--- config.mk ---
export PLATFORM = sky130hd
export DESIGN_NAME = pg_cluster_top
export DESIGN_NICKNAME = d
export VERILOG_FILES = /design/src/common/pg_pkg.sv /design/src/rtl/pg_cluster_top.sv /design/src/rtl/pg_phys_dispatch.sv /design/src/rtl/pg_remap.sv /design/src/rtl/pg_word_fifo.sv
export VERILOG_INCLUDE_DIRS = /design/src /design/src/common
export SDC_FILE = /design/constraint.sdc
export NUM_CORES = 1
export LEC_CHECK = 0
export ABC_AREA = 1
export BUFFER_PORTS_ARGS = -buffer_cell sky130_fd_sc_hd__buf_4
export CELL_PAD_IN_SITES_DETAIL_PLACEMENT = 1
export CELL_PAD_IN_SITES_GLOBAL_PLACEMENT = 1
export CORE_MARGIN = 2
export CORE_UTILIZATION = 25
export CTS_BUF_LIST = sky130_fd_sc_hd__clkbuf_4
export CTS_CLUSTER_SIZE = 20
export DETAILED_ROUTE_END_ITERATION = 12
export PLACE_DENSITY = 0.58
export RECOVER_POWER = 100
export SLEW_MARGIN = 40
export SYNTH_ARGS = -nofsm -noshare
export SYNTH_HDL_FRONTEND = slang
export SYNTH_SLANG_ARGS = --single-unit
--- constraint.sdc ---
create_clock -name i_clk -period 3.2 [get_ports i_clk]
set_input_delay 0.64 -clock i_clk [delete_from_list [all_inputs] [get_ports i_clk]]
set_output_delay 0.64 -clock i_clk [all_outputs]
set_load 0.05 [all_outputs]
--- src/common/pg_defines.svh ---
`ifndef PG_DEFINES_SVH
`define PG_DEFINES_SVH

// ------------------------------------------------------------
// Cluster geometry
// ------------------------------------------------------------

// Physical clusters on the part, the datapath also builds for 2 or 8
`define PG_NUM_CLUSTERS 4

// Bits in one per-cluster field
`define PG_FIELD_W 8

// Index width needed to name one physical cluster
`define PG_SEL_W ($clog2(`PG_NUM_CLUSTERS))

// Words buffered between the remap and the dispatcher
`define PG_FIFO_DEPTH 4

// Remap direction codes for the DIR parameter of pg_remap
`define PG_L2P 0
`define PG_P2L 1

`endif

--- src/common/pg_pkg.sv ---
`include "pg_defines.svh"

package pg_pkg;

	// ------------------------------------------------------------
	// Per-cluster vectors
	// ------------------------------------------------------------

	// One bit per physical cluster
	// Used for the cluster-present vector and for the busy flags
	typedef logic [`PG_NUM_CLUSTERS-1:0] cluster_mask_t;

	// Index of a single cluster
	typedef logic [`PG_SEL_W-1:0] cluster_id_t;

	// Payload carried for one cluster
	typedef logic [`PG_FIELD_W-1:0] field_t;

	// ------------------------------------------------------------
	// Cluster word
	// ------------------------------------------------------------

	// One field per cluster slot
	// On the logical side slot k belongs to logical cluster k
	// On the physical side slot k belongs to physical cluster k
	typedef struct packed {
		field_t [`PG_NUM_CLUSTERS-1:0] slot;
	} cluster_word_t;

	// ------------------------------------------------------------
	// Dispatcher FSM
	// ------------------------------------------------------------

	// IDLE waits for a buffered word
	// SEND walks the enabled clusters of the head word
	typedef enum logic {
		DISP_IDLE = 1'b0,
		DISP_SEND = 1'b1
	} dispatch_state_t;

endpackage

--- src/rtl/pg_cluster_top.sv ---
`include "pg_defines.svh"

module pg_cluster_top (
	input  logic                  i_clk,
	input  logic                  i_rst,
	input  pg_pkg::cluster_mask_t i_cpv,

	// Logical word write side
	input  logic                  i_wr,
	input  pg_pkg::cluster_word_t i_log_word,
	output logic                  o_full,

	// Physical dispatch side
	output logic                  o_clu_valid,
	output pg_pkg::cluster_id_t   o_clu_id,
	output pg_pkg::field_t        o_clu_data,

	// Busy flags, physical in and logical out
	input  pg_pkg::cluster_mask_t i_phys_busy,
	output pg_pkg::cluster_mask_t o_log_busy
);

	// Remapped word on its way into the FIFO
	pg_pkg::cluster_word_t phys_word;
	// Head of the FIFO as seen by the dispatcher
	pg_pkg::cluster_word_t head_word;
	logic                  fifo_empty;
	logic                  disp_pop;
	// Busy flags spread over one field per cluster, the flag sits in bit 0
	pg_pkg::cluster_word_t busy_phys_word;
	pg_pkg::cluster_word_t busy_log_word;

	// ------------------------------------------------------------
	// Write path
	// ------------------------------------------------------------

	// Logical fields are steered to the physical clusters that back them
	// Fused-off physical slots carry zeros
	pg_remap #(
		.DIR  (`PG_L2P),
		.FILL (0)
	) u_log2phys (
		.i_cpv  (i_cpv),
		.i_word (i_log_word),
		.o_word (phys_word)
	);

	pg_word_fifo u_fifo (
		.i_clk   (i_clk),
		.i_rst   (i_rst),
		.i_wr    (i_wr),
		.i_wdata (phys_word),
		.i_pop   (disp_pop),
		.o_rdata (head_word),
		.o_full  (o_full),
		.o_empty (fifo_empty)
	);

	pg_phys_dispatch u_dispatch (
		.i_clk       (i_clk),
		.i_rst       (i_rst),
		.i_cpv       (i_cpv),
		.i_empty     (fifo_empty),
		.i_word      (head_word),
		.o_pop       (disp_pop),
		.o_clu_valid (o_clu_valid),
		.o_clu_id    (o_clu_id),
		.o_clu_data  (o_clu_data)
	);

	// ------------------------------------------------------------
	// Busy path
	// ------------------------------------------------------------

	// Each busy bit travels as bit 0 of its own cluster field
	// The all-ones fill makes bit 0 of a missing logical cluster read as busy
	for (genvar g = 0; g < `PG_NUM_CLUSTERS; g++) begin : g_busy
		assign busy_phys_word.slot[g] = pg_pkg::field_t'(i_phys_busy[g]);
		assign o_log_busy[g]          = busy_log_word.slot[g][0];
	end

	// Logical clusters beyond the popcount read as busy
	pg_remap #(
		.DIR  (`PG_P2L),
		.FILL (1)
	) u_busy_p2l (
		.i_cpv  (i_cpv),
		.i_word (busy_phys_word),
		.o_word (busy_log_word)
	);

endmodule

--- src/rtl/pg_phys_dispatch.sv ---
`include "pg_defines.svh"

module pg_phys_dispatch (
	input  logic                  i_clk,
	input  logic                  i_rst,
	input  pg_pkg::cluster_mask_t i_cpv,
	input  logic                  i_empty,
	input  pg_pkg::cluster_word_t i_word,
	output logic                  o_pop,
	output logic                  o_clu_valid,
	output pg_pkg::cluster_id_t   o_clu_id,
	output pg_pkg::field_t        o_clu_data
);

	pg_pkg::dispatch_state_t state;
	// Physical cluster currently being sent
	pg_pkg::cluster_id_t     idx;

	// Lowest enabled cluster, and the next enabled one above idx
	pg_pkg::cluster_id_t     first_id;
	pg_pkg::cluster_id_t     next_id;
	logic                    has_next;

	// ------------------------------------------------------------
	// Enabled-cluster search
	// ------------------------------------------------------------

	// Scan from the top down so the last hit is the lowest index
	always_comb begin
		first_id = '0;
		next_id  = '0;
		has_next = 1'b0;
		for (int i = `PG_NUM_CLUSTERS - 1; i >= 0; i--) begin
			if (i_cpv[i]) begin
				first_id = pg_pkg::cluster_id_t'(i);
				if (i > int'(idx)) begin
					next_id  = pg_pkg::cluster_id_t'(i);
					has_next = 1'b1;
				end
			end
		end
	end

	// ------------------------------------------------------------
	// FSM
	// ------------------------------------------------------------

	// IDLE sees a buffered word and loads the first enabled cluster
	// SEND emits one cluster per cycle and falls back to IDLE after the last
	always_ff @(posedge i_clk) begin
		if (i_rst) begin
			state <= pg_pkg::DISP_IDLE;
			idx   <= '0;
		end else begin
			case (state)
				pg_pkg::DISP_IDLE: begin
					if (!i_empty) begin
						state <= pg_pkg::DISP_SEND;
						idx   <= first_id;
					end
				end
				pg_pkg::DISP_SEND: begin
					if (has_next) begin
						idx <= next_id;
					end else begin
						state <= pg_pkg::DISP_IDLE;
					end
				end
				default: state <= pg_pkg::DISP_IDLE;
			endcase
		end
	end

	// Outputs come straight from the state, one pulse per SEND cycle
	assign o_clu_valid = (state == pg_pkg::DISP_SEND);
	assign o_clu_id    = idx;
	assign o_clu_data  = i_word.slot[idx];
	// The head word is released together with its last pulse
	assign o_pop       = (state == pg_pkg::DISP_SEND) && !has_next;

	// ------------------------------------------------------------
	// Assertions
	// ------------------------------------------------------------

	// A part always keeps at least one working cluster
	a_cpv_nonzero: assert property (@(posedge i_clk) disable iff (i_rst) i_cpv != '0)
		else $error("pg_phys_dispatch: cluster-present vector is zero");

	// The present vector may only move while the dispatcher is idle
	a_cpv_stable: assert property (@(posedge i_clk) disable iff (i_rst)
		(state == pg_pkg::DISP_SEND) |-> $stable(i_cpv))
		else $error("pg_phys_dispatch: cluster-present vector changed during a word");

endmodule

--- src/rtl/pg_remap.sv ---
`include "pg_defines.svh"

module pg_remap #(
	// Direction of the remap, logical to physical or the reverse
	parameter int DIR  = `PG_L2P,
	// Value for slots with no source, 0 gives zeros and 1 gives ones
	parameter int FILL = 0
) (
	input  pg_pkg::cluster_mask_t i_cpv,
	input  pg_pkg::cluster_word_t i_word,
	output pg_pkg::cluster_word_t o_word
);

	// Fill pattern for slots that receive no field
	localparam pg_pkg::field_t FILL_VAL = {`PG_FIELD_W{FILL == 1}};

	// Per output slot, which input slot feeds it
	pg_pkg::cluster_id_t [`PG_NUM_CLUSTERS-1:0] sel;
	// Per output slot, whether it has a source at all
	pg_pkg::cluster_mask_t                      slot_ok;

	// ------------------------------------------------------------
	// Elaboration checks
	// ------------------------------------------------------------

	if ((DIR != `PG_L2P) && (DIR != `PG_P2L)) begin : g_bad_dir
		$error("pg_remap: DIR must be L2P or P2L");
	end

	if ((FILL != 0) && (FILL != 1)) begin : g_bad_fill
		$error("pg_remap: FILL must be 0 or 1");
	end

	// ------------------------------------------------------------
	// Select generation
	// ------------------------------------------------------------

	// Walk the present vector from cluster 0 upward and count the enabled ones
	// The running count is the logical number of the current physical cluster
	always_comb begin
		logic [`PG_SEL_W:0] cnt;

		cnt     = '0;
		sel     = '0;
		slot_ok = '0;
		for (int i = 0; i < `PG_NUM_CLUSTERS; i++) begin
			if (i_cpv[i]) begin
				if (DIR == `PG_L2P) begin
					// Physical slot i takes logical slot cnt
					sel[i]     = cnt[`PG_SEL_W-1:0];
					slot_ok[i] = 1'b1;
				end else begin
					// Logical slot cnt takes physical slot i
					sel[cnt[`PG_SEL_W-1:0]]     = pg_pkg::cluster_id_t'(i);
					slot_ok[cnt[`PG_SEL_W-1:0]] = 1'b1;
				end
				cnt = cnt + 1'b1;
			end
		end
	end

	// ------------------------------------------------------------
	// Field steering
	// ------------------------------------------------------------

	// One mux per output slot, slots without a source read the fill value
	// For L2P these are the fused-off physical clusters
	// For P2L these are the logical slots at or above the popcount
	for (genvar g = 0; g < `PG_NUM_CLUSTERS; g++) begin : g_slot
		assign o_word.slot[g] = slot_ok[g] ? i_word.slot[sel[g]] : FILL_VAL;
	end

endmodule

--- src/rtl/pg_word_fifo.sv ---
`include "pg_defines.svh"

module pg_word_fifo (
	input  logic                  i_clk,
	input  logic                  i_rst,
	input  logic                  i_wr,
	input  pg_pkg::cluster_word_t i_wdata,
	input  logic                  i_pop,
	output pg_pkg::cluster_word_t o_rdata,
	output logic                  o_full,
	output logic                  o_empty
);

	localparam int DEPTH = `PG_FIFO_DEPTH;
	localparam int PTR_W = (DEPTH > 1) ? $clog2(DEPTH) : 1;
	localparam int CNT_W = $clog2(DEPTH + 1);

	// Word storage, the payload needs no reset
	pg_pkg::cluster_word_t mem [DEPTH];

	logic [PTR_W-1:0] wr_ptr;
	logic [PTR_W-1:0] rd_ptr;
	logic [CNT_W-1:0] count;

	// ------------------------------------------------------------
	// Storage and pointers
	// ------------------------------------------------------------

	always_ff @(posedge i_clk) begin
		if (i_wr) begin
			mem[wr_ptr] <= i_wdata;
		end
	end

	// Pointers wrap explicitly so that a depth other than a power of two works
	always_ff @(posedge i_clk) begin
		if (i_rst) begin
			wr_ptr <= '0;
			rd_ptr <= '0;
			count  <= '0;
		end else begin
			if (i_wr) begin
				wr_ptr <= (wr_ptr == PTR_W'(DEPTH - 1)) ? '0 : wr_ptr + 1'b1;
			end
			if (i_pop) begin
				rd_ptr <= (rd_ptr == PTR_W'(DEPTH - 1)) ? '0 : rd_ptr + 1'b1;
			end
			// A write and a pop in the same cycle leave the count as it is
			case ({i_wr, i_pop})
				2'b10:   count <= count + 1'b1;
				2'b01:   count <= count - 1'b1;
				default: count <= count;
			endcase
		end
	end

	// Head word is visible without a read cycle
	assign o_rdata = mem[rd_ptr];
	assign o_full  = (count == CNT_W'(DEPTH));
	assign o_empty = (count == '0);

	// ------------------------------------------------------------
	// Assertions
	// ------------------------------------------------------------

	// The producer has only the full level as back-pressure
	a_no_wr_full: assert property (@(posedge i_clk) disable iff (i_rst) i_wr |-> !o_full)
		else $error("pg_word_fifo: write while full");

	// The dispatcher pops only after it has seen a non-empty FIFO
	a_no_pop_empty: assert property (@(posedge i_clk) disable iff (i_rst) i_pop |-> !o_empty)
		else $error("pg_word_fifo: pop while empty");

endmodule

==> flow_summary.json, run 1 <==
{
  "status": "completed",
  "num_vias": 5199,
  "placed_area_sq_um": 7700,
  "fin_area_sq_um": 7990,
  "r2r_slack_ps": 1100,
  "cts_tree": "yes",
  "power_frac_seq_pct": 45.2,
  "drc": 0,
  "p_comb_share_pct": 25.7,
  "clock_latency_ps": 550,
  "fin_skew_ps": 10.2,
  "yosysSeqAreaShare_pct": 59.4,
  "grt_pass1_vias": 5427,
  "ir_drop_v": 0.000256,
  "die_h_um": 170,
  "slew_headroom_pct": 26.6,
  "root_buffer": "clkbuf_4",
  "crit_path_frequent_cell": "nand2_1",
  "p_int_uw": 3170,
  "ant_nets": 0,
  "pin_count": 59,
  "leakage_uw": 0.00335,
  "hold_path_class": "in2reg",
  "r2r_end": "u_fifo.count[2]",
  "numClockSinks": 140,
  "p_switching_uw": 1610,
  "wl_mm": 19.4,
  "path_clk_slew_ps": 130,
  "syn_avg_cell_area_sq_um": 9.10,
  "crit_fanout": 34,
  "fin_ws_ps": 287,
  "syn-num-nets": 812,
  "crit_buf_inv": 3,
  "required_ps": 2560,
  "synth.top_cell.area_share_pct": 55.9,
  "dp_hpwl_mm": 13.1,
  "htreeDepth": 4,
  "drt_iter0_markers": 248,
  "nNetsFinal": 874,
  "post_cts_resized": 0,
  "syn_inst": 755,
  "fillers": 3123,
  "worstPathArrival_ps": 2270,
  "layout_common_cells": "nand2_1, edfxtp_1, nor2_1",
  "critPathSlowestCell": "dfxtp_2",
  "min_to": "u_fifo.wr_ptr[0]",
  "post-place-ws_ps": 349,
  "ys_ff_latch": 140,
  "rows": 60,
  "ff2ff_path_depth": 10,
  "fin_crit_ps": 2910,
  "hold_violations": 0,
  "numCtsBuffers": 17,
  "clk_path_buf_depth": 2,
  "start_util_pct": 25.5,
  "worstSetupEndpointType": "output port",
  "antenna_found_initial": 1,
  "holdBufCountCts": 0,
  "die_area_sq_um": 28800,
  "slowest_delay_ps": 420,
  "worstHoldPathCells": 2,
  "slew_violations": 0,
  "critPathKind": "reg2out",
  "drive_above_1_share_pct": 12.5,
  "tns_ps": 0,
  "core_area_sq_um": 27000,
  "synth_cell_types": 28,
  "wl_per_cell_um": 16.6,
  "swShare_pct": 33.7,
  "grt_max_degree": 49,
  "cp_top_family": "buffers and inverters",
  "period_share_pct": 91.0,
  "fmax_ghz": 0.343,
  "grt.overflow.total": 0,
  "synth_area_leader_cell": "edfxtp_1",
  "tightest_slew_ps": 1100,
  "crit_path_start_kind": "register",
  "yosys_warnings": 0,
  "vias_per_cell": 4.44,
  "final_common_cell": "nand2_1",
  "netlist_area_sq_um": 6870,
  "postCtsSetupRepairBufs": 0,
  "min_from": "i_rst",
  "crit-reg2reg-launch": "u_dispatch.o_clu_id[0]",
  "gp_congestion": 0.833,
  "crit_chain": "buf_4 -> nor2_1 -> nor2_1 -> o21ai_0 -> nand2_1 -> nand2_1 -> nand2_1 -> inv_1 -> nand2_1 -> buf_4",
  "maxCapViolCount": 0,
  "grt_usage_pct": 14.2,
  "power_density_nw_per_um2": 598,
  "area_delta_synth_final_pct": 16.3,
  "grt_pass1_wl_mm": 30.5,
  "setup_violations": 0,
  "p_clk_share_pct": 29.1,
  "drtPass1Iterations": 4,
  "fp.dieW_um": 170,
  "io_buffers": 58,
  "rsz0062_at_grt": "false",
  "synth_area_leaders": "edfxtp_1, nand2_1, o21ai_0"
}
## sequential cells by signal, summed over array words and instances, names as in the netlist, named ones only
name,count
u_fifo.wr_ptr,2
u_dispatch.o_clu_valid,1
u_dispatch.o_clu_id,2
u_fifo.rd_ptr,2
u_fifo.count,3
u_fifo.mem,128
## power by group through the flow
stage	registers [uW]	logic, uW	clock network (uW)
finish	2160	1230	1390
global route	2170	1370	1500
CTS	2170	1300	1440
detailed placement	2210	1290	0
global placement	2210	1280	0
floorplan	2230	802	0
## through the flow
stage / cells / util [%] / hold slack (ps) / total power [uW]
final: 1172 / 29.7 / 251 / 4780
after global routing: 1172 / 29.7 / 206 / 5050
after CTS: 1171 / 29.9 / 194 / 4900
after detailed placement: 1139 / 28.6 / 495 / 3500
after global placement: 1139 / 28.6 / 501 / 3490
after floorplan: 755 / - / 465 / 3030
## synthesized netlist by cell type (all sizes together)
library cell	count
dfxtp	12
a211oi	1
xor2	1
nand3	17
buf	19
inv	90
clkbuf	13
nand4	2
o211ai	1
edfxtp	128
nand2	190
o21ai	114
ha	12
nor3	5
o21a	1
o22ai	8
fa	2
a21oi	32
nor2	105
o2111ai	2
## cell type report
type	instances	area, sq um	share of cell area [%]
Inverter	90	338	4.23
Clock inverter	14	219	2.74
Timing Repair Buffer	75	536	6.70
Tap cell	341	427	5.34
Multi-Input combinational cell	493	2250	28.1
Antenna cell	1	2.50	0.0313
Sequential cell	140	4090	51.1
Clock buffer	18	135	1.69
## kinds of logic (layout without fill, tap and decap cells)
| logic type | Yosys count | in the layout | synth area share, % |
|---|---|---|---|
| xor gates and xnor gates | 1 | 1 | 0.127 |
| and+or+nand+nor | 319 | 319 | 18.0 |
| AOI/OAI and AO/OA | 159 | 159 | 12.0 |
| other | 0 | 1 | 0 |
| buffers and inverters | 122 | 197 | 7.66 |
| DFF | 140 | 140 | 59.4 |
| adders and majority gates | 14 | 14 | 2.77 |
## how the worst max path moves through the flow
stage	endpoint	slack [ps]	cells past startpoint	from
floorplan	o_log_busy[2]	490	9	i_cpv[0]
global placement	o_log_busy[0]	390	9	i_cpv[0]
detailed placement	o_log_busy[0]	350	9	i_cpv[0]
CTS	o_clu_data[4]	180	7	u_dispatch.o_clu_id[0]
global route	o_clu_data[0]	30	10	register
finish	o_clu_data[4]	290	10	register
## per-layer routing
metal  share of wire (%)  global-route usage [%]  up-vias  wire length (um)
met1                  46                    17.8     2481              8940
met5                   0                       0        -                 0
met2                  49                    24.4       80              9520
met3                 3.8                    3.49       15               746
li1                    -                       -     2623                 -
met4                 1.2                    4.16        0               232
(Power assumes the default switching activity.)
==> run 2: changes to the inputs <==
- CORE_UTILIZATION: 25 -> 48
- PLACE_DENSITY: 0.58 -> 0.92
==> run 2 against run 1 <==
Effect of this change:
- global-route usage up 14 points
- fmax down 2.7%
- via count up 8.4%
- sequential cell count stayed put
- critical endpoint is now o_clu_data[1]
- largest cell class unchanged
==> flow_summary.json, run 2 (synthesis gave the netlist of run 1 again) <==
{
  "htreeDepth": 4,
  "setup_violations": 0,
  "fillers": 1623,
  "layout_common_cells": "nand2_1, edfxtp_1, nor2_1",
  "fin_skew_ps": 21.2,
  "drt_iter0_markers": 426,
  "die_h_um": 124,
  "die_area_sq_um": 15300,
  "drc": 0,
  "worstSetupEndpointType": "output port",
  "slew_violations": 0,
  "drive_above_1_share_pct": 12.3,
  "numClockSinks": 140,
  "r2r_end": "u_fifo.count[2]",
  "crit_path_frequent_cell": "nand2_1",
  "r2r_slack_ps": 820,
  "num_vias": 5635,
  "crit_fanout": 55,
  "ir_drop_v": 0.000388,
  "fp.dieW_um": 124,
  "largest_register": "u_fifo.mem",
  "drtPass1Iterations": 5,
  "vias_per_cell": 5.60,
  "area_delta_synth_final_pct": 12.7,
  "largest_register_ffs": 128,
  "crit-reg2reg-launch": "u_dispatch.o_clu_id[1]",
  "root_buffer": "clkbuf_4",
  "grt_max_degree": 56,
  "nNetsFinal": 871,
  "grt_pass1_vias": 6027,
  "pin_count": 59,
  "critPathSlowestCell": "dfxtp_2",
  "maxCapViolCount": 0,
  "path_clk_slew_ps": 120,
  "numCtsBuffers": 17,
  "crit_chain": "buf_8 -> nand2_1 -> nand2_1 -> nand2_1 -> o21ai_1 -> nand2_1 -> nand2_1 -> inv_1 -> nand2_1 -> clkbuf_4",
  "dp_hpwl_mm": 13.9,
  "status": "completed",
  "core_area_sq_um": 13900,
  "min_to": "u_dispatch.o_clu_valid",
  "ant_nets": 0,
  "antenna_found_initial": 0,
  "final-seq-area_sq_um": 4090,
  "rsz0062_at_grt": "false",
  "cts_tree": "yes",
  "io_buffers": 58,
  "fin_crit_ps": 2990,
  "fin_cells": 1007,
  "wl_mm": 20.3,
  "crit_path_start_kind": "register",
  "hold_path_class": "in2reg",
  "period_share_pct": 93.6,
  "slew_headroom_pct": 31.0,
  "power_density_nw_per_um2": 613,
  "leakage_uw": 0.00333,
  "worstHoldPathCells": 2,
  "hold_violations": 0,
  "clock_latency_ps": 540,
  "largestRegisters": "u_fifo.mem: 128 flops, u_fifo.count: 3 flops",
  "rows": 43,
  "required_ps": 2560,
  "gp_congestion": 0.924,
  "slowest_delay_ps": 510,
  "worstPathArrival_ps": 2350,
  "wl_per_cell_um": 20.2,
  "fmax_ghz": 0.334,
  "grt.overflow.total": 0,
  "postCtsSetupRepairBufs": 0,
  "ff2ff_path_depth": 10,
  "start_util_pct": 49.3,
  "clk_path_buf_depth": 2,
  "grt_usage_pct": 28.6,
  "dp.cells": 975,
  "min_from": "i_rst",
  "final_common_cell": "nand2_1",
  "tns_ps": 0,
  "critPathKind": "reg2out",
  "tightest_slew_ps": 1040,
  "grt_pass1_wl_mm": 31.9,
  "diodes": 0,
  "multiInputGateArea_sq_um": 2260
}
run 2: changes by cell type in the layout (fill, tap and decap cells not counted), moves of 2 or more:
cell,before,now
buf_12,2,0
buf_4,55,53
clkbuf_2,7,10
clkinv_4,4,2
clkbuf_1,8,4
clkinv_1,0,3
run 2: cell type report:
cell class | instances | area share, %
repair buffers | 72 | 6.49
clock inverters | 14 | 2.60
multi-input cells | 493 | 29.1
well taps | 180 | 2.91
clock buffers | 18 | 1.74
flip-flops and latches | 140 | 52.7
inverters | 90 | 4.36
run 2: layer usage:
layer / up-vias / wire length (um) / share of wire [%] / GRT usage (%)
met1: 2717 / 7970 / 39 / 34.6
met3: 51 / 1320 / 6.5 / 5.68
met2: 252 / 10200 / 50 / 48.9
li1: 2615 / - / - / -
met4: 0 / 782 / 3.9 / 14.1
met5: - / 0 / 0 / 0
run 2: power breakdown:
group,internal [uW],switching (uW)
Clock,697,630
Combinational,326,925
Sequential,2120,57.1
run 2: critical path: cells and delay by family (launching register included):
kind	cells	cell delay (ps)
buffers and inverters	3	630
flip-flops	1	510
AO/OA/AOI/OAI	1	130
AND/OR/NAND/NOR	6	510
run 2: metrics by stage:
stage	total power [uW]	util (%)	worst slack [ps]	hold slack, ps	cell area, sq um
global route	4950	55.6	32.0	249	7740
finish	4750	55.6	206	269	7740
CTS	4800	55.9	25.3	233	7790
global placement	3400	53.5	385	483	7450
detailed placement	3480	53.5	187	510	7450
floorplan	3030	-	493	465	6870
run 2: worst max path at each step:
stage	start	endpoint	slack, ps	cells after the start
after CTS	register	o_clu_data[1]	30	10
after global routing	register	o_clu_data[6]	30	10
final	register	o_clu_data[1]	210	10
after floorplan	i_cpv[0]	o_log_busy[2]	490	9
after global placement	i_cpv[0]	o_log_busy[1]	380	10
after detailed placement	i_cpv[0]	u_fifo.mem[3][16]	190	8
run 2: repair_timing:
item | 4_1_cts | 5_1_grt
setup endpoints to repair | 0 | 7
gates resized for setup | 0 | 3
hold buffers | 0 | 0
endpoints found under the hold margin | 0 | 0
==> run 3: changes to the inputs <==
- ABC_AREA: 1 -> unset
- CORE_UTILIZATION: 48 -> 52
- PLACE_DENSITY: 0.92 -> 0.9
==> run 3 against run 2 <==
Effect of this change:
- the flow now finishes with violations (capacitance limit, slew limit)
- clock skew shrank 10 ps
- sequential cell count is the same
- critical path depth shrank 3
- die area shrank 12%
- wire length shrank 23%
- clock-buffer cell count shrank 1
- register-to-register slack lost 260 ps
- critical endpoint is now o_log_busy[0]
- cell count shrank 38%
- total power shrank 7.4%
==> flow_summary.json, run 3 <==
{
  "status": "complete, but fails checks",
  "violations": "capacitance limit, slew limit",
  "rows": 40,
  "synth_commonest_cells": "edfxtp_1, and2_1, mux4_2, mux4_1, a22oi_1",
  "drt_iter0_markers": 289,
  "fin_skew_ps": 11.1,
  "htreeDepth": 4,
  "postCtsSetupRepairBufs": 0,
  "fin_total_pwr_uw": 4400,
  "gp_congestion": 0.835,
  "setup_violations": 0,
  "grt_max_degree": 33,
  "r2r_end": "u_fifo.mem[3][28]",
  "yosysMostFrequentCell": "edfxtp_1",
  "power_density_nw_per_um2": 593,
  "largest_register_ffs": 128,
  "crit-reg2reg-launch": "u_fifo.wr_ptr[0]",
  "yosysSeqAreaShare_pct": 62.6,
  "syn-num-nets": 430,
  "start_util_pct": 53.8,
  "synth_area_leaders": "edfxtp_1, mux4_1, mux4_2",
  "holdBufCountCts": 0,
  "grt_pass1_wl_mm": 23.8,
  "grt_pass1_vias": 4102,
  "ys_ff_latch": 140,
  "cp-startpoint": "i_cpv[0]",
  "pin_count": 59,
  "numClockSinks": 140,
  "worstSetupEndpointType": "output port",
  "root_buffer": "clkbuf_4",
  "fp.dieW_um": 116,
  "cts_tree": "yes",
  "netlist_area_sq_um": 6520,
  "fmax_ghz": 0.322,
  "synth_edf_count": 128,
  "crit_fanout": 14,
  "syn_inst": 373,
  "fin_crit_ps": 3110,
  "post_cts_resized": 0,
  "drc": 0,
  "wl_mm": 15.7,
  "synth_area_leader_cell": "edfxtp_1",
  "largestRegisters": "u_fifo.mem: 128 flops, u_fifo.count: 3 flops",
  "yosys_warnings": 0,
  "tns_ps": 0,
  "largest_register": "u_fifo.mem",
  "clock_latency_ps": 560,
  "numCtsBuffers": 17,
  "synth.top_cell.area_share_pct": 59.0,
  "slew_violations": 99,
  "clk_path_buf_depth": 2,
  "layout_common_cells": "edfxtp_1, buf_4, mux4_2, and2_0, mux4_1",
  "synth-main-ff-cell": "edfxtp_1",
  "dp_hpwl_mm": 10.1,
  "r2r_slack_ps": 560,
  "area_delta_synth_final_pct": 13.9,
  "path_clk_slew_ps": 120,
  "num_vias": 3929,
  "io_buffers": 58,
  "slew_headroom_pct": -39.7,
  "ant_nets": 0,
  "core_area_sq_um": 12100,
  "antenna_found_initial": 0,
  "vias_per_cell": 6.26,
  "critPathKind": "in2out",
  "nNetsFinal": 504,
  "hold_path_class": "in2reg",
  "async_flop_share_pct": 0,
  "die_h_um": 116,
  "period_share_pct": 97.0,
  "synth_cell_types": 44,
  "hold_violations": 0,
  "tightest_slew_ps": 2100,
  "crit_path_start_kind": "input port",
  "final_common_cell": "edfxtp_1",
  "wl_per_cell_um": 25.1,
  "ir_drop_v": 0.000421,
  "syn_avg_cell_area_sq_um": 17.5,
  "diodes": 0,
  "drive_above_1_share_pct": 27.2,
  "die_area_sq_um": 13400,
  "rsz0062_at_grt": "false",
  "required_ps": 2560,
  "worstPathArrival_ps": 2470,
  "leakage_uw": 0.00261,
  "ff2ff_path_depth": 3,
  "drtPass1Iterations": 5,
  "crit_path_end": "o_log_busy[0]",
  "grt.overflow.total": 0,
  "grt_usage_pct": 25.2,
  "maxCapViolCount": 3
}
==> run 3: cell types whose count changed in the layout (fill, tap and decap cells not counted), sizes merged, moves of 5 or more <==
cell | before | now
a22oi | 0 | 17
nand3 | 17 | 1
a21oi | 32 | 11
and2 | 0 | 31
nor2 | 105 | 16
nand2 | 190 | 12
o22ai | 8 | 0
mux2i | 0 | 13
nor2b | 0 | 5
mux4 | 0 | 48
o21ai | 114 | 8
inv | 90 | 10
==> run 3: cell type report <==
class                   count  area [sq um]
fillers                  1156          4680
flip-flops and latches    140          4090
multi-input cells         206          2280
repair buffers             75           509
well taps                 168           210
clock inverters            15           188
clock buffers              17           128
inverters                   7          26.3
==> run 3: per-stage QoR <==
step	setup WS, ps	cell area (sq um)	hold WS, ps	instances	utilization [%]
final	94.5	7430	326	628	61.3
after floorplan	228	6520	461	373	-
after global routing	29.0	7430	291	628	61.3
after CTS	137	7500	297	628	61.9
after global placement	280	7180	478	596	59.3
after detailed placement	138	7180	499	596	59.3
==> run 3: logic make-up (layout without fill, tap and decap cells) <==
logic type                 count (synthesis)  after routing  synth area share, %
DFF                                      140            140                 62.6
and+or+nand+nor                           81             81                 6.85
muxes                                     62             62                 20.1
AOI/OAI and AO/OA                         47             47                 4.84
buffers and inverters                     27            114                 2.40
adders and majority gates                 14             14                 2.92
xor gates and xnor gates                   2              2                0.269
==> run 3: power breakdown <==
| part | switching (uW) | internal, uW |
|---|---|---|
| Sequential | 56.7 | 2110 |
| Combinational | 648 | 350 |
| Clock | 683 | 553 |
==> run 3: layer usage <==
| metal | global-route usage (%) | wire [um] |
|---|---|---|
| met1 | 31.8 | 6090 |
| met2 | 42.7 | 8210 |
| met3 | 6.38 | 1150 |
| met4 | 9.21 | 292 |
| met5 | 0 | 0 |
==> run 3: critical path, cell delays in order <==
cell,delay (ps)
buf_4,180
fa_1,530
nor2b_1,330
nand3_1,160
o2bb2ai_1,180
a22oi_2,190
clkbuf_4,250
==> run 3: how the worst min path moves through the flow <==
stage          slack (ps)              end  cells after the start            start
3_5_place_dp          500  u_fifo.count[2]                      2  u_fifo.count[2]
5_1_grt               290  u_fifo.count[2]                      2            i_rst
4_1_cts               300  u_fifo.count[2]                      2            i_rst
3_3_place_gp          480  u_fifo.count[2]                      2  u_fifo.count[2]
6_report              330  u_fifo.count[2]                      2            i_rst
2_1_floorplan         460  u_fifo.count[2]                      2  u_fifo.count[2]
